`config.mk`:
```
export PLATFORM = sky130hd
export DESIGN_NAME = cnn_classifier_top
export DESIGN_NICKNAME = d
export VERILOG_FILES = /design/src/hdl/cnn_cls_pkg.sv /design/src/hdl/class_score_bank.sv /design/src/hdl/argmax_branch.sv /design/src/hdl/argmax_merge.sv /design/src/hdl/digit_fifo.sv /design/src/hdl/cnn_classifier_top.sv
export SDC_FILE = /design/constraint.sdc
export NUM_CORES = 1
export LEC_CHECK = 0
export ABC_AREA = 1
export ABC_CLOCK_PERIOD_IN_PS = 11200
export BUFFER_PORTS_ARGS = -buffer_cell sky130_fd_sc_hd__buf_2
export CORE_UTILIZATION = 40
export DETAILED_ROUTE_END_ITERATION = 16
export GPL_TIMING_DRIVEN = 0
export SKIP_LAST_GASP = 1
export SYNTH_ARGS = -nofsm -noshare
export SYNTH_HDL_FRONTEND = slang
export SYNTH_HIERARCHICAL = 1
export SYNTH_SLANG_ARGS = --single-unit
```
`constraint.sdc`:
```
create_clock -name clk -period 11.2 [get_ports clk]
set_input_delay 2.24 -clock clk [delete_from_list [all_inputs] [get_ports clk]]
set_output_delay 2.24 -clock clk [all_outputs]
set_load 0.01 [all_outputs]
```
`src/hdl/cnn_cls_pkg.sv`:
```
// Shared widths, bias memory layout and types of the CNN classification back end
package cnn_cls_pkg;

    // Output classes of the final layer
    localparam int NUM_CLASSES = 10;

    // Signed class score and the raw MAC partial sum feeding it
    localparam int SCORE_W = 16;
    localparam int ACCUM_W = 18;

    // Class index or predicted digit
    localparam int DIGIT_W = 4;

    // Bias memory words carry eight 16-bit biases, lane 0 in the top bits
    localparam int BIAS_WORD_W = 128;
    localparam int BIAS_LANES = 8;
    localparam int BIAS_ADDR_W = 4;

    // First bias word of the classifier layer
    localparam int BIAS_BASE_ADDR = 14;

    // One class score, compared as signed
    typedef logic signed [SCORE_W-1:0] score_t;

    // A full frame of class scores, class 0 in the low bits
    typedef score_t [NUM_CLASSES-1:0] score_vec_t;

    // Winning class of an argmax branch together with its score
    typedef struct packed {
        logic [DIGIT_W-1:0] idx;
        score_t             score;
    } class_pick_t;

endpackage

```
`src/hdl/class_score_bank.sv`:
```
// Class score bank that biases MAC partial sums and publishes each complete frame
module class_score_bank
    import cnn_cls_pkg::*;
(
    input  logic                   clk,
    input  logic                   rst,
    input  logic                   valid_i,
    input  logic [ACCUM_W-1:0]     accum_i,
    input  logic [BIAS_WORD_W-1:0] bias_q_i,
    output logic [BIAS_ADDR_W-1:0] bias_addr_o,
    output score_vec_t             scores_o,
    output logic                   frame_done_o
);

    localparam int LANE_W = $clog2(BIAS_LANES);

    logic [DIGIT_W-1:0]          cls_cnt;
    logic [LANE_W-1:0]           lane;
    logic                        last_cls;
    score_t                      bias;
    score_t                      score;

    // Scores of classes 0..8 while a frame is still arriving
    score_t [NUM_CLASSES-2:0]    work;

    // Bias word and lane follow the class counter
    assign bias_addr_o = BIAS_ADDR_W'(BIAS_BASE_ADDR + (cls_cnt / BIAS_LANES));
    assign lane = LANE_W'(cls_cnt % BIAS_LANES);
    assign bias = bias_q_i[BIAS_WORD_W - 1 - lane * SCORE_W -: SCORE_W];

    // Low 16 bits of the partial sum plus bias, wrapping
    assign score = accum_i[SCORE_W-1:0] + bias;

    assign last_cls = (cls_cnt == DIGIT_W'(NUM_CLASSES - 1));

    // Class counter and frame done strobe
    always_ff @(posedge clk or posedge rst)
    begin
        if (rst)
        begin
            cls_cnt <= '0;
            frame_done_o <= 1'b0;
        end
        else
        begin
            frame_done_o <= valid_i && last_cls;
            if (valid_i)
            begin
                if (last_cls)
                begin
                    cls_cnt <= '0;
                end
                else
                begin
                    cls_cnt <= cls_cnt + 1'b1;
                end
            end
        end
    end

    // Collect the early classes of the frame
    always_ff @(posedge clk)
    begin
        if (valid_i && !last_cls)
        begin
            work[cls_cnt] <= score;
        end
    end

    // The last class publishes the whole frame at once,
    // so the branches see stable scores until the next frame ends
    always_ff @(posedge clk or posedge rst)
    begin
        if (rst)
        begin
            scores_o <= '0;
        end
        else if (valid_i && last_cls)
        begin
            scores_o <= {score, work};
        end
    end

    // A frame takes ten beats, so done can never repeat back to back
    frame_done_single_cycle: assert property (
        @(posedge clk) disable iff (rst) frame_done_o |=> !frame_done_o
    ) else $error("frame_done_o held for more than one cycle");

endmodule

```
`src/hdl/argmax_branch.sv`:
```
// Argmax branch that finds the best class of a contiguous range through a registered tree
module argmax_branch
    import cnn_cls_pkg::*;
#(
    parameter int BASE = 0,
    parameter int COUNT = 8,
    parameter int STAGES = 3
)
(
    input  logic        clk,
    input  logic        rst,
    input  score_vec_t  scores_i,
    input  logic        start_i,
    output class_pick_t pick_o,
    output logic        pick_valid_o
);

    // Candidates left after s halvings
    function automatic int level_width(input int s);
        int w;
        w = COUNT;
        for (int k = 0; k < s; k++)
        begin
            w = (w + 1) / 2;
        end
        return w;
    endfunction

    // Upper candidate always holds the higher classes, so it wins ties
    function automatic class_pick_t pick_max(input class_pick_t lo, input class_pick_t hi);
        if ($signed(hi.score) >= $signed(lo.score))
        begin
            return hi;
        end
        return lo;
    endfunction

    class_pick_t leaf [COUNT];

    // Leaves carry the score values with their class index
    for (genvar i = 0; i < COUNT; i++)
    begin : g_leaf
        assign leaf[i] = '{idx: DIGIT_W'(BASE + i), score: scores_i[BASE + i]};
    end

    for (genvar s = 0; s < STAGES; s++)
    begin : g_stage
        localparam int IN_W = level_width(s);
        localparam int OUT_W = level_width(s + 1);

        class_pick_t in_c [IN_W];
        class_pick_t out_q [OUT_W];
        logic        in_v;
        logic        out_v;

        if (s == 0)
        begin : g_src_leaf
            assign in_c = leaf;
            assign in_v = start_i;
        end
        else
        begin : g_src_prev
            assign in_c = g_stage[s - 1].out_q;
            assign in_v = g_stage[s - 1].out_v;
        end

        // Pairs are compared, an odd candidate and a finished tree just move on
        for (genvar j = 0; j < OUT_W; j++)
        begin : g_node
            if (2 * j + 1 < IN_W)
            begin : g_pair
                always_ff @(posedge clk)
                begin
                    out_q[j] <= pick_max(in_c[2 * j], in_c[2 * j + 1]);
                end
            end
            else
            begin : g_pass
                always_ff @(posedge clk)
                begin
                    out_q[j] <= in_c[2 * j];
                end
            end
        end

        always_ff @(posedge clk or posedge rst)
        begin
            if (rst)
            begin
                out_v <= 1'b0;
            end
            else
            begin
                out_v <= in_v;
            end
        end
    end

    assign pick_o = g_stage[STAGES - 1].out_q[0];
    assign pick_valid_o = g_stage[STAGES - 1].out_v;

endmodule

```
`src/hdl/argmax_merge.sv`:
```
// Argmax merge that picks the better of two branch winners as the predicted digit
module argmax_merge
    import cnn_cls_pkg::*;
(
    input  logic               clk,
    input  logic               rst,
    input  class_pick_t        pick_a_i,
    input  class_pick_t        pick_b_i,
    input  logic               valid_i,
    output logic [DIGIT_W-1:0] digit_o,
    output logic               digit_valid_o
);

    logic [DIGIT_W-1:0] winner;

    // Branch B covers the higher classes and takes ties
    assign winner = ($signed(pick_b_i.score) >= $signed(pick_a_i.score)) ? pick_b_i.idx
                                                                          : pick_a_i.idx;

    always_ff @(posedge clk)
    begin
        if (valid_i)
        begin
            digit_o <= winner;
        end
    end

    always_ff @(posedge clk or posedge rst)
    begin
        if (rst)
        begin
            digit_valid_o <= 1'b0;
        end
        else
        begin
            digit_valid_o <= valid_i;
        end
    end

    // Indices come from the branch parameters, never from data
    digit_in_range: assert property (
        @(posedge clk) disable iff (rst) digit_valid_o |-> (digit_o < NUM_CLASSES)
    ) else $error("predicted digit %0d out of range", digit_o);

endmodule

```
`src/hdl/digit_fifo.sv`:
```
// Digit FIFO with first-word-fall-through output that drops writes when full
module digit_fifo
    import cnn_cls_pkg::*;
#(
    parameter int FIFO_DEPTH = 4
)
(
    input  logic               clk,
    input  logic               rst,
    input  logic               wr_en_i,
    input  logic [DIGIT_W-1:0] din_i,
    input  logic               rd_en_i,
    output logic [DIGIT_W-1:0] dout_o,
    output logic               empty_o
);

    localparam int PTR_W = (FIFO_DEPTH > 1) ? $clog2(FIFO_DEPTH) : 1;
    localparam int CNT_W = $clog2(FIFO_DEPTH + 1);

    logic [DIGIT_W-1:0] mem [FIFO_DEPTH];
    logic [PTR_W-1:0]   wr_ptr;
    logic [PTR_W-1:0]   rd_ptr;
    logic [CNT_W-1:0]   count;
    logic               full;
    logic               push;
    logic               pop;

    function automatic logic [PTR_W-1:0] ptr_inc(input logic [PTR_W-1:0] p);
        return (p == PTR_W'(FIFO_DEPTH - 1)) ? '0 : p + 1'b1;
    endfunction

    assign full = (count == CNT_W'(FIFO_DEPTH));
    assign empty_o = (count == '0);
    assign push = wr_en_i && !full;
    assign pop = rd_en_i && !empty_o;

    // Head entry is visible without a read
    assign dout_o = mem[rd_ptr];

    always_ff @(posedge clk)
    begin
        if (push)
        begin
            mem[wr_ptr] <= din_i;
        end
    end

    always_ff @(posedge clk or posedge rst)
    begin
        if (rst)
        begin
            wr_ptr <= '0;
            rd_ptr <= '0;
            count <= '0;
        end
        else
        begin
            if (push)
            begin
                wr_ptr <= ptr_inc(wr_ptr);
            end
            if (pop)
            begin
                rd_ptr <= ptr_inc(rd_ptr);
            end
            count <= count + CNT_W'(push) - CNT_W'(pop);
        end
    end

    fifo_no_overflow: assert property (
        @(posedge clk) disable iff (rst) count <= CNT_W'(FIFO_DEPTH)
    ) else $error("FIFO occupancy %0d above depth", count);

endmodule

```
`src/hdl/cnn_classifier_top.sv`:
```
// CNN classifier back end joining score bank, split argmax, merge and result FIFO
module cnn_classifier_top
    import cnn_cls_pkg::*;
#(
    parameter int FIFO_DEPTH = 4,
    parameter int ARGMAX_STAGES = 3
)
(
    input  logic                   clk,
    input  logic                   rst,
    input  logic                   valid_i,
    input  logic [ACCUM_W-1:0]     accum_i,
    input  logic [BIAS_WORD_W-1:0] bias_q_i,
    output logic [BIAS_ADDR_W-1:0] bias_addr_o,
    output logic [DIGIT_W-1:0]     digit_o,
    output logic                   digit_valid_o,
    input  logic                   fifo_rd_en_i,
    output logic [DIGIT_W-1:0]     fifo_dout_o,
    output logic                   fifo_empty_o
);

    // Classes below SPLIT go to the low branch
    localparam int SPLIT = 8;

    score_vec_t  scores;
    logic        frame_done;
    class_pick_t pick_lo;
    class_pick_t pick_hi;
    logic        pick_valid_lo;
    logic        pick_valid_hi;

    class_score_bank u_bank (
        .clk          (clk),
        .rst          (rst),
        .valid_i      (valid_i),
        .accum_i      (accum_i),
        .bias_q_i     (bias_q_i),
        .bias_addr_o  (bias_addr_o),
        .scores_o     (scores),
        .frame_done_o (frame_done)
    );

    argmax_branch #(
        .BASE   (0),
        .COUNT  (SPLIT),
        .STAGES (ARGMAX_STAGES)
    ) branch_lo (
        .clk          (clk),
        .rst          (rst),
        .scores_i     (scores),
        .start_i      (frame_done),
        .pick_o       (pick_lo),
        .pick_valid_o (pick_valid_lo)
    );

    argmax_branch #(
        .BASE   (SPLIT),
        .COUNT  (NUM_CLASSES - SPLIT),
        .STAGES (ARGMAX_STAGES)
    ) branch_hi (
        .clk          (clk),
        .rst          (rst),
        .scores_i     (scores),
        .start_i      (frame_done),
        .pick_o       (pick_hi),
        .pick_valid_o (pick_valid_hi)
    );

    argmax_merge u_merge (
        .clk           (clk),
        .rst           (rst),
        .pick_a_i      (pick_lo),
        .pick_b_i      (pick_hi),
        .valid_i       (pick_valid_lo),
        .digit_o       (digit_o),
        .digit_valid_o (digit_valid_o)
    );

    digit_fifo #(
        .FIFO_DEPTH (FIFO_DEPTH)
    ) u_fifo (
        .clk     (clk),
        .rst     (rst),
        .wr_en_i (digit_valid_o),
        .din_i   (digit_o),
        .rd_en_i (fifo_rd_en_i),
        .dout_o  (fifo_dout_o),
        .empty_o (fifo_empty_o)
    );

    // Merge trusts the low branch valid for both winners
    branch_valids_aligned: assert property (
        @(posedge clk) disable iff (rst) pick_valid_lo == pick_valid_hi
    ) else $error("argmax branch valids out of step");

endmodule

```
* Yosys cells after proc, flatten, opt, wreduce, memory -nomap -nowiden
Memory sizes are Yosys's and may differ from the RTL's.
Index checks and enable logic that the tools add are counted.
** Cells by class
- Eq/ne operators :: 4
- Muxes and demuxes :: 33
- $lt $le $gt $ge :: 11
- Shifts and indexed selects :: 1
- Reductions and logical operators :: 9
- Add/subtract/negate cells :: 8
- Divide/modulo/power cells :: 0
- $mul :: 0
- Bitwise gates (word level) :: 0
** Operators with widths (number)
- bitwise mux 144 bit :: 1
- greater-or-equal comparator 16 bit :: 9
- variable part select 143 x 33 -> 16 bit :: 1
- 2-to-1 mux 17 bit :: 7
- 2-to-1 mux 16 bit :: 6
- demux 16 bit (select 4 bit) :: 1
- 2-to-1 mux 20 bit :: 2
- 2-to-1 mux 18 bit :: 2
- adder 16 bit :: 1
- 2-to-1 mux 1 bit :: 10
- 2-to-1 mux 4 bit :: 2
- subtractor 7 x 7 -> 8 bit (first input constant) :: 1
- logical AND 1 bit :: 5
- < comparator 4 x 5 -> 1 bit (second input constant) :: 1
- adder 2 x 1 -> 2 bit (second input constant) :: 2
- adder 4 x 1 -> 4 bit (first input constant) :: 1
- adder 4 x 1 -> 4 bit (second input constant) :: 1
- equality test 2 bit (second input constant) :: 2
- equality test 4 bit (second input constant) :: 1
- greater-or-equal comparator 4 x 1 -> 1 bit (second input constant) :: 1
- 2-to-1 mux 2 bit :: 2
- adder 3 x 1 -> 3 bit :: 1
- equality test 3 bit (second input constant) :: 1
- zero test 1 bit :: 3
- other kinds (2) :: 2
** Word-level totals
- Input bits :: 150
- Memories :: 3
- Latch bits :: 0
- Bits in read-only memories :: 0
- Bits in writable memories :: 53
- Register bits :: 462
- Output and inout port bits :: 14
** Memory list
- branch_lo.g_stage[2].out_q :: words 1, width 20, rd ports 1, clocked after Yosys merged registers in 0, wr ports 1, RTL line argmax_branch.sv:52 : class_pick_t out_q [OUT_W];
- branch_hi.g_stage[2].out_q :: words 1, width 17, rd ports 1, clocked after Yosys merged registers in 0, wr ports 1, RTL line argmax_branch.sv:52
- u_fifo.mem :: words 4, width 4, rd ports 1, clocked after Yosys merged registers in 0, wr ports 1, RTL line digit_fifo.sv:20 : logic [DIGIT_W-1:0] mem [FIFO_DEPTH];

* Depth between registers and ports, before layout
Gate-level depths: netlist of run 1.
- Depth in word-level cells :: 5
- Mapped depth :: 21

* Cells and area by module
Netlist of run 1, hierarchy kept.
** Modules (own cells, without submodules)
- class_score_bank :: times used 1, cells an instance 1195, area each 12419.4 um^2
- argmax_branch (branch_lo) :: times used 1, cells an instance 1023, area each 7591.0 um^2
- argmax_branch (branch_hi) :: times used 1, cells an instance 186, area each 1850.5 um^2
- digit_fifo :: times used 1, cells an instance 104, area each 1117.3 um^2
- argmax_merge :: times used 1, cells an instance 92, area each 666.9 um^2

* Least setup slack after synthesis of run 1
Ideal clock, no wire load.
- Path kind :: input -> register
- From :: input bias_q_i[96]
- To :: register u_bank/work[110] (netlist name) (data pin)
- Cell stages on the path :: 15
- Library setup time :: 0.277 ns
- Arrival time :: 3.935 ns
- Required time :: 10.923 ns
- Slack :: 6.988 ns
- Path through :: nand2_1 -> nand4_1 -> nor2_1 -> a31oi_1 -> ha_1 -> inv_1 -> fa_1 -> nand3b_1 -> nand2_1 -> nand2_1 -> nand2_1 -> nand3_1 -> nand2_1 -> nand2_1 -> and2_1
** Between the ends
- Cells in the longest elaborated chain, start to end :: 3
** Ends and longest elaborated chain
- start: declaration :: RTL line cnn_classifier_top.sv:13 : input logic [BIAS_WORD_W-1:0] bias_q_i,
- variable part select 143 x 33 -> 16 bit :: RTL line class_score_bank.sv:29 : assign bias = bias_q_i[BIAS_WORD_W - 1 - lane * SCORE_W -: SCORE_W];
- adder 16 bit :: RTL line class_score_bank.sv:32 : assign score = accum_i[SCORE_W-1:0] + bias;
- via u_bank.score[14] :: RTL line class_score_bank.sv:21 : score_t score;
- bitwise mux 144 bit :: RTL line class_score_bank.sv:66 : work[cls_cnt] <= score;
- end signal: indexed assignment :: RTL line class_score_bank.sv:66
- end: declaration :: RTL line class_score_bank.sv:24 : score_t [NUM_CLASSES-2:0] work;
The timed path passes the listed nets, and every way through them passes these cells.
A chain may end at the register's enable or synchronous reset.

* Final worst setup path of run 1
- From :: input bias_q_i[96]
- To :: register u_bank/work[78] (netlist name) (data pin)
The elaborated chain is that of the path after synthesis.

==> results of run 1 <==
==> metrics by stage <==
| step | std cells | instance area, µm² |
|---|---|---|
| final | 3626 | 27300 |
| after global routing | 3625 | 27300 |
| after CTS | 3625 | 27300 |
| after detailed placement | 3531 | 25500 |
| after global placement | 3522 | 25300 |
| after floorplan | 2599 | 23600 |
==> sequential cells by signal, summed over array words and instances (netlist names) <==
register / flops
u_fifo/rd_ptr: 2
u_merge/digit_valid_o: 1
branch_lo/pick_valid_o: 1
u_bank/cls_cnt: 4
branch_lo/g_stage.out_v: 2
u_bank/frame_done_o: 1
u_merge/digit_o: 4
branch_hi/g_stage.out_q: 51
u_fifo/mem: 16
u_fifo/wr_ptr: 2
u_bank/scores_o: 160
u_fifo/count: 3
u_bank/work: 144
branch_lo/g_stage.out_q: 123
==> critical path: cells and delay by family <==
| family | cells | cell delay, ns |
|---|---|---|
| adder cells (fa/ha/maj) | 2 | 0.63 |
| buffers and inverters | 2 | 0.14 |
| AND/OR/NAND/NOR | 10 | 1.67 |
| AO/OA/AOI/OAI | 1 | 0.18 |
==> worst max path at each step <==
| stage | end | start | slack, ns | depth (start not counted) |
|---|---|---|---|---|
| after floorplan | u_bank/cls_cnt[0]$_DFFE_PP0P_ | rst | 4.50 | 1 |
| after global placement | u_bank/scores_o[106]$_DFFE_PP0P_ | rst | 2.30 | 2 |
| after detailed placement | u_bank/work[110]$_DFFE_PP_ | bias_q_i[96] | 6.02 | 15 |
| after CTS | u_bank/work[74]$_DFFE_PP_ | bias_q_i[96] | 6.66 | 15 |
| after global routing | u_bank/work[74]$_DFFE_PP_ | bias_q_i[96] | 6.46 | 15 |
| final | u_bank/work[78]$_DFFE_PP_ | bias_q_i[96] | 6.62 | 15 |
==> routing by layer <==
metal	part of all wire (%)	vias to the layer above	global-route usage [%]
met2	48	496	35.8
met5	0	-	0
met4	3.7	0	7.90
met1	43	8176	26.2
met3	5.1	109	2.81
li1	-	8924	-
==> final cells by class <==
class / instances / area [µm²] / area share (%)
antenna: 1 / 2.50 / 0.00917
buffer: 94 / 592 / 2.17
clock buffer: 59 / 1340 / 4.89
clock inverter: 35 / 398 / 1.46
inverter: 250 / 946 / 3.47
multi-input combinational: 1741 / 9320 / 34.2
sequential: 514 / 12800 / 47.0
tap: 765 / 957 / 3.51
timing repair buffer: 167 / 912 / 3.34
==> impl_metrics.csv, run 1 <==
group,metric,value,unit
critical_path,path_class,"primary input to flop",
die,die_w,245,µm
critical_path,worstPathArrival,4.87,ns
placed_design,port-buffer-count,158,
layout,final_nets,3136,
synth,yosys_warnings,6,
run_status,status,"complete, no violations",
layout,area_growth,15.7,%
critical_path,crit_fanout,9,
die,coreArea,57900,µm²
critical_path,timing.rr.start,"u_bank/cls_cnt[1]$_DFFE_PP0P_",
hold_path,hold_class,"flop to flop",
clocking,root_buffer,"clkbuf_16",
grt,first_global_vias,17800,
critical_path,cp_common_cell,"nand2_1",
clocking,max-clock-path-buffers,3,
hold_path,whs_endpoint,"branch_hi/g_stage[2].out_q[0][11]$_DFF_P_",
critical_path,end_kind,"flop",
hold_path,min_from,"branch_hi/g_stage[1].out_q[11]$_DFF_P_",
hold_path,worstHoldPathCells,0,
clocking,cts_setup_buffers,0,
die,row_count,88,
critical_path,cp_slowest_stage_delay,0.62,ns
clocking,cts_tree,"yes",
detailed_routing,ant_nets,0,
timing,tightestPinTransition,1.34,ns
clocking,clk_pin_slew,0.07,ns
critical_path,cp_data_required_time,11.49,ns
detailed_routing,drt-initial-drc-count,1101,
clocking,clkLatencyLatePin,0.60,ns
detailed_routing,first_pass_iters,8,
timing,slew_headroom,10.5,%
detailed_routing,post_drt_via_cell_ratio,4.88,
grt,grt_pass1_wl,96.5,mm
grt,grt_use_total,20.7,%
critical_path,rrSetupSlack,6.99,ns
die,die_y,245,µm
timing,setup_viol,0,
placed_design,dpl.hpwl,46.8,mm
placed_design,pre_cts_ws,6.02,ns
synth,avgSynthCellArea,9.08,µm²
die,die_area,59900,µm²
timing,finalClockSkew,0.0268,ns
detailed_routing,remaining_drc_errors,0,
clocking,cts-resized-gates,0,
synth,syn_area,23600,µm²
die,initial_core_util,40.7,%
run,cap_violations,0,
critical_path,cp_slowest_cell,"and2_1",
critical_path,worstPathCellList,"buf_2, nand2_1, nand4_1, nor2_1, a31oi_1, ha_1, inv_1, fa_1, nand3b_1, nand2_1, nand2_1, nand2_1, nand3_1, nand3b_1, and2_1",
timing,hold_viol_final,0,
timing,rsz0062_at_grt,"no",
detailed_routing,wl,60.9,mm
critical_path,r2r.worst_path.cells,15,
timing,tns,0,ns
grt,antenna_found_initial,3,
clocking,cts.sinks,514,
layout,finish.utilization,47.1,%
clocking,numCtsBuffers,50,
detailed_routing,routedWlPerCell,16.8,µm
timing,report.final.slew_viol_count,0,
layout,layout_commonest_cell,"nand2_1",
timing,worst_hold_slack,0.323,ns
layout,drive_above_1_share,13.7,%
grt,grt_overflow,0,
timing,maxClockFrequency,218,MHz
layout,most-common-layout-cells,"nand2_1 (1056), inv_1 (244), buf_2 (187)",
placed_design,gp_congestion,0.930,
critical_path,start_kind,"primary input",
clocking,postCtsHoldBufs,0,
grt,grt_max_degree,126,
synth,postSynthCellCount,2596,
critical_path,reg2reg_to,"u_bank/work[78]$_DFFE_PP_",
timing,postLayoutSetupSlackWorst,6.62,ns
detailed_routing,via_count,17700,
timing,period_minus_slack,4.58,ns
die,ios,164,
layout,fill_cells,5586,
timing,finalCritPeriodShare,40.9,%
clocking,cts_htree_levels,2,
Power of run 1 is left out: the tool's default activity adds up to more than one toggle a clock period on the data nets, which glitch-free logic cannot reach.
==> inputs of run 2 (changes only) <==
ABC_AREA = 0   (was 1)
ABC_CLOCK_PERIOD_IN_PS = 3700   (was 11200)
clock period = 3.7 ns   (was 11.2 ns; I/O delays follow)
==> impl_metrics.csv, run 2 <==
group,metric,value,unit
placed_design,dpl.hpwl,40.1,mm
layout,antenna_cells,0,
clocking,postCtsHoldBufs,0,
layout,final_nets,2467,
detailed_routing,ant_nets,0,
power_and_ir_drop,fin_total_pwr,29.3,mW
timing,worst_hold_slack,0.0541,ns
timing,slew_headroom,35.3,%
critical_path,cp_num_buf_inv,3,
timing,setup_viol,0,
layout,multi_input_area,9090,µm²
timing,tightestPinTransition,0.970,ns
grt,grt_overflow,0,
timing,tns,0,ns
die,row_count,86,
power_and_ir_drop,vdd_drop_max,0.758,mV
timing,period_minus_slack,3.59,ns
clocking,clkLatencyLatePin,0.60,ns
critical_path,cp_slowest_stage_delay,0.51,ns
layout,drive_above_1_share,26.3,%
grt,grt_pass1_wl,81.7,mm
layout,fill_cells,4933,
run_status,status,"complete, no violations",
critical_path,crit_fanout,10,
placed_design,port-buffer-count,158,
run,cap_violations,0,
critical_path,cp_common_cell,"buf_8",
grt,grt_max_degree,38,
critical_path,cp_data_required_time,4.03,ns
placed_design,pre_cts_ws,-1.32,ns
layout,register_area,12800,µm²
timing,report.final.slew_viol_count,0,
timing,maxClockFrequency,278,MHz
clocking,max-clock-path-buffers,3,
layout,regMostFlops,"u_bank/scores_o",
die,die_area,57300,µm²
clocking,clk_pin_slew,0.06,ns
die,die_y,239,µm
critical_path,start_kind,"flop",
die,initial_core_util,40.7,%
layout,most-common-layout-cells,"nand2_1 (493), buf_2 (180), dfrtp_1 (176)",
detailed_routing,first_pass_iters,5,
critical_path,worstPathArrival,3.93,ns
critical_path,critPathTopFamily,"compound AO/OA/AOI/OAI gates",
timing,finalClockSkew,0.0287,ns
layout,top_regs,"u_bank/scores_o: 160 flops, u_bank/work: 144 flops, branch_lo/g_stage.out_q: 123 flops",
synth,syn_area,22500,µm²
hold_path,hold_class,"primary input to async pin",
clocking,numCtsBuffers,53,
detailed_routing,wl,53.2,mm
clocking,cts.sinks,514,
layout,largest_register_ffs,160,
power_and_ir_drop,powerDensity,1100,nW/µm²
clocking,cts_htree_levels,2,
timing,postLayoutSetupSlackWorst,0.108,ns
grt,first_global_vias,14500,
critical_path,end_kind,"flop",
detailed_routing,routedWlPerCell,18.1,µm
critical_path,path_class,"flop to flop",
synth,yosys_warnings,6,
die,coreArea,55400,µm²
synth,avgSynthCellArea,11.8,µm²
layout,layout_commonest_cell,"nand2_1",
grt,grt_use_total,19.0,%
layout,area_growth,18.6,%
die,ios,164,
die,die_w,239,µm
grt,antenna_found_initial,2,
clocking,cts_tree,"yes",
critical_path,worstPathCellList,"buf_8, buf_8, mux4_2, mux2_2, ha_2, a21o_1, a31oi_1, o22ai_1, a2111oi_4, xnor2_2, buf_6",
placed_design,gp_congestion,0.849,
timing,hold_viol_final,0,
timing,finalCritPeriodShare,97.1,%
synth,postSynthCellCount,1906,
detailed_routing,post_drt_via_cell_ratio,4.86,
power_and_ir_drop,p_leak,12.2,nW
detailed_routing,remaining_drc_errors,0,
detailed_routing,via_count,14300,
clocking,root_buffer,"clkbuf_16",
critical_path,cp_slowest_cell,"mux4_2",
detailed_routing,drt-initial-drc-count,737,
[run 2: cell types whose count changed in the layout (fill, tap and decap cells not counted), sizes merged, moves of 13 or more]
cell    change
a22oi      -36
buf        -13
clkbuf     +24
clkinv     -14
inv        -77
mux2      +168
mux4       +36
nand2     -575
nand3      -54
nand4     -136
nor2       -63
[run 2: path summary, 6_finish.rpt]
check / startpoint / to / slack, ns / cells past startpoint
max in group asynchronous: rst / u_bank/scores_o[90]$_DFFE_PP0P_ / 2.28 / 5
setup / recovery: u_bank/cls_cnt[0]$_DFFE_PP0P_ / u_bank/work[110]$_DFFE_PP_ / 0.11 / 11
min in group clk: branch_hi/g_stage[1].out_q[8]$_DFF_P_ / branch_hi/g_stage[2].out_q[0][8]$_DFF_P_ / 0.33 / 0
hold / removal: rst / u_merge/digit_valid_o$_DFF_PP0_ / 0.05 / 2
hold reg to reg: branch_hi/g_stage[1].out_q[8]$_DFF_P_ / branch_hi/g_stage[2].out_q[0][8]$_DFF_P_ / 0.33 / 0
setup reg to reg: u_bank/cls_cnt[0]$_DFFE_PP0P_ / u_bank/work[110]$_DFFE_PP_ / 0.11 / 11
[run 2: layout make-up]
| class | count | area share [%] |
|---|---|---|
| Buffer | 63 | 1.44 |
| Timing Repair Buffer | 185 | 4.13 |
| Clock buffer | 83 | 5.88 |
| Tap cell | 748 | 3.50 |
| Sequential cell | 514 | 47.9 |
| Multi-Input combinational cell | 1159 | 34.0 |
| Inverter | 173 | 2.44 |
| Clock inverter | 16 | 0.655 |
[run 2: metrics by stage]
step / cells / utilization, % / area [µm²]
3_5_place_dp: 2833 / 44.5 / 24600
4_1_cts: 2937 / 48.0 / 26600
6_report: 2941 / 48.2 / 26700
2_1_floorplan: 1909 / - / 22600
5_1_grt: 2941 / 48.2 / 26700
3_3_place_gp: 2815 / 43.8 / 24300
[run 2: what timing repair did]
item                                    CTS  global route
buffers inserted                          5             4
gates resized for setup                  27            19
endpoints found under the setup margin  110            75
pin swaps                                 5             5
hold endpoints to repair                  0             0
[run 2: report_power, final]
group | internal [mW] | switching, mW
clock | 3.13 | 2.16
sequential | 8.89 | 1.43
combinational | 6.18 | 7.53
[run 2: per-layer routing]
metal	part of all wire (%)	up-vias	track usage (%)
met2	47	399	31.6
met5	0	-	0
met4	4.2	0	7.91
li1	-	6978	-
met1	44	6821	24.7
met3	4.8	99	3.15
No activity file was read; power rests on OpenSTA's default activity.
==> inputs of run 3 (changes only) <==
MAX_ROUTING_LAYER = met4   (was default)
==> impl_metrics.csv, run 3 (same netlist as run 2, synthesis figures left out) <==
group,metric,value,unit
power_and_ir_drop,powerDensity,1110,nW/µm²
layout,register_area,12800,µm²
grt,grt_max_degree,35,
critical_path,start_kind,"flop",
layout,regMostFlops,"u_bank/scores_o",
detailed_routing,remaining_drc_errors,0,
critical_path,timing.rr.start,"u_bank/cls_cnt[0]$_DFFE_PP0P_",
layout,antenna_cells,0,
clocking,numCtsBuffers,52,
clocking,cts.sinks,514,
timing,report.final.slew_viol_count,0,
timing,finalClockSkew,0.0290,ns
layout,final_nets,2465,
critical_path,cp_common_cell,"buf_12",
die,ios,164,
detailed_routing,wl_met3,2.54,mm
critical_path,setup.worst_path.start,"u_bank/cls_cnt[0]$_DFFE_PP0P_",
run_status,status,"complete, no violations",
layout,fill_cells,4896,
die,die_y,239,µm
layout,layout_commonest_cell,"nand2_1",
timing,finalCritPeriodShare,97.0,%
detailed_routing,top_layer_used,"met4",
die,initial_core_util,40.7,%
detailed_routing,first_pass_iters,5,
die,die_area,57300,µm²
run,cap_violations,0,
die,coreArea,55400,µm²
timing,hold_viol_final,0,
placed_design,dp_cells,2835,
grt,grt_overflow,0,
layout,top_regs,"u_bank/scores_o: 160 flops, u_bank/work: 144 flops, branch_lo/g_stage.out_q: 123 flops",
power_and_ir_drop,fin_total_pwr,29.8,mW
die,row_count,86,
clocking,cts_htree_levels,2,
grt,grt_pass1_wl,83.2,mm
critical_path,worstPathCellList,"buf_12, buf_12, mux4_2, mux2_2, ha_2, a21o_1, a31oi_2, o22ai_1, a2111oi_4, xnor2_4, buf_12",
grt,antenna_found_initial,2,
timing,tns,0,ns
placed_design,pre_cts_ws,-1.27,ns
critical_path,end_kind,"flop",
layout,drive_above_1_share,26.4,%
critical_path,worstPathArrival,3.92,ns
clocking,postCtsHoldBufs,0,
detailed_routing,via_count,14400,
critical_path,cp_slowest_cell,"mux4_2",
critical_path,crit_fanout,10,
critical_path,cp_slowest_stage_delay,0.49,ns
detailed_routing,wl,53.4,mm
layout,largest_register_ffs,160,
placed_design,gp_congestion,0.856,
critical_path,path_class,"flop to flop",
detailed_routing,wl_met2,25.6,mm
clocking,max-clock-path-buffers,3,
layout,area_growth,19.3,%
clocking,clk_pin_slew,0.06,ns
timing,postLayoutSetupSlackWorst,0.111,ns
layout,most-common-layout-cells,"nand2_1 (492), buf_2 (180), dfrtp_1 (176)",
grt,grt_use_total,19.9,%
detailed_routing,drt-met1-wl,23.4,mm
grt,first_global_vias,14800,
clocking,clkLatencyLatePin,0.60,ns
timing,setup_viol,0,
clocking,root_buffer,"clkbuf_16",
timing,rsz0062_at_grt,"yes",
clocking,cts_tree,"yes",
placed_design,dpl.hpwl,40.5,mm
detailed_routing,routedWlPerCell,18.2,µm
timing,maxClockFrequency,279,MHz
layout,finish.utilization,48.5,%
detailed_routing,ant_nets,0,
detailed_routing,drt-initial-drc-count,878,
detailed_routing,post_drt_via_cell_ratio,4.92,
power_and_ir_drop,vdd_drop_max,0.635,mV
timing,slew_headroom,35.3,%
hold_path,hold_class,"primary input to async pin",
critical_path,cp_data_required_time,4.03,ns
critical_path,r2r.worst_path.cells,11,
layout,layout.cells.non_filler,2939,
timing,period_minus_slack,3.59,ns
power_and_ir_drop,p_leak,12.2,nW
placed_design,port-buffer-count,158,
die,die_w,239,µm
timing,tightestPinTransition,0.944,ns
layout,multi_input_area,9090,µm²
run 3: changes by cell type in the layout (fill, tap and decap cells not counted), sizes merged:
cell	change
clkinv	+5
clkinvlp	+1
clkbuf	-12
bufinv	+7
buf	-1
inv	-2
run 3: area by class of cell:
cell class                      instances  share of cell area [%]
Buffer                                 63                    1.47
Clock buffer                           71                    5.48
Clock inverter                         27                    1.50
Inverter                              173                    2.43
Multi-Input combinational cell       1159                    33.8
Sequential cell                       514                    47.6
Tap cell                              748                    3.48
Timing Repair Buffer                  184                    4.20
run 3: worst paths after layout:
path	end	slack (ns)
worst min-delay path	u_merge/digit_valid_o$_DFF_PP0_	0.07
worst max register to register	u_bank/work[14]$_DFFE_PP_	0.11
worst min register to register	branch_hi/g_stage[1].out_q[0]$_DFF_P_	0.32
worst max-delay path	u_bank/work[14]$_DFFE_PP_	0.11
max in group asynchronous	u_bank/scores_o[73]$_DFFE_PP0P_	2.59
min in group clk	branch_hi/g_stage[1].out_q[0]$_DFF_P_	0.32
run 3: metrics by stage:
| stage | hold slack, ns | cell area (µm²) |
|---|---|---|
| floorplan | 0.310 | 22600 |
| global placement | 0.314 | 24300 |
| detailed placement | 0.312 | 24700 |
| CTS | 0.0241 | 26800 |
| global route | 0.0339 | 26900 |
| finish | 0.0659 | 26900 |
run 3: layer usage:
metal  track usage [%]  up-vias
met2              32.8      412
met1              24.9     6947
met5                 -        -
met4              7.34        0
li1                  -     6989
met3              2.84       99
run 3: worst max-delay path: cells and delay by family, from the launching register on:
family / cells / cell delay (ns)
flip-flops: 1 / 0.38
XOR/XNOR: 1 / 0.18
adder cells (fa/ha/maj): 1 / 0.34
buffers and inverters: 3 / 0.50
multiplexers: 2 / 0.79
AO/OA/AOI/OAI: 4 / 1.13
run 3: repair_timing:
action,CTS,global route
resized for setup,31,16
buffers inserted,6,0
pin swaps,5,4
endpoints found under the setup margin,110,34
run 3: power breakdown:
part	switching [mW]	internal, mW	total (mW)
clock network	2.19	3.50	5.69
logic	7.56	6.20	13.8
registers	1.42	8.89	10.3
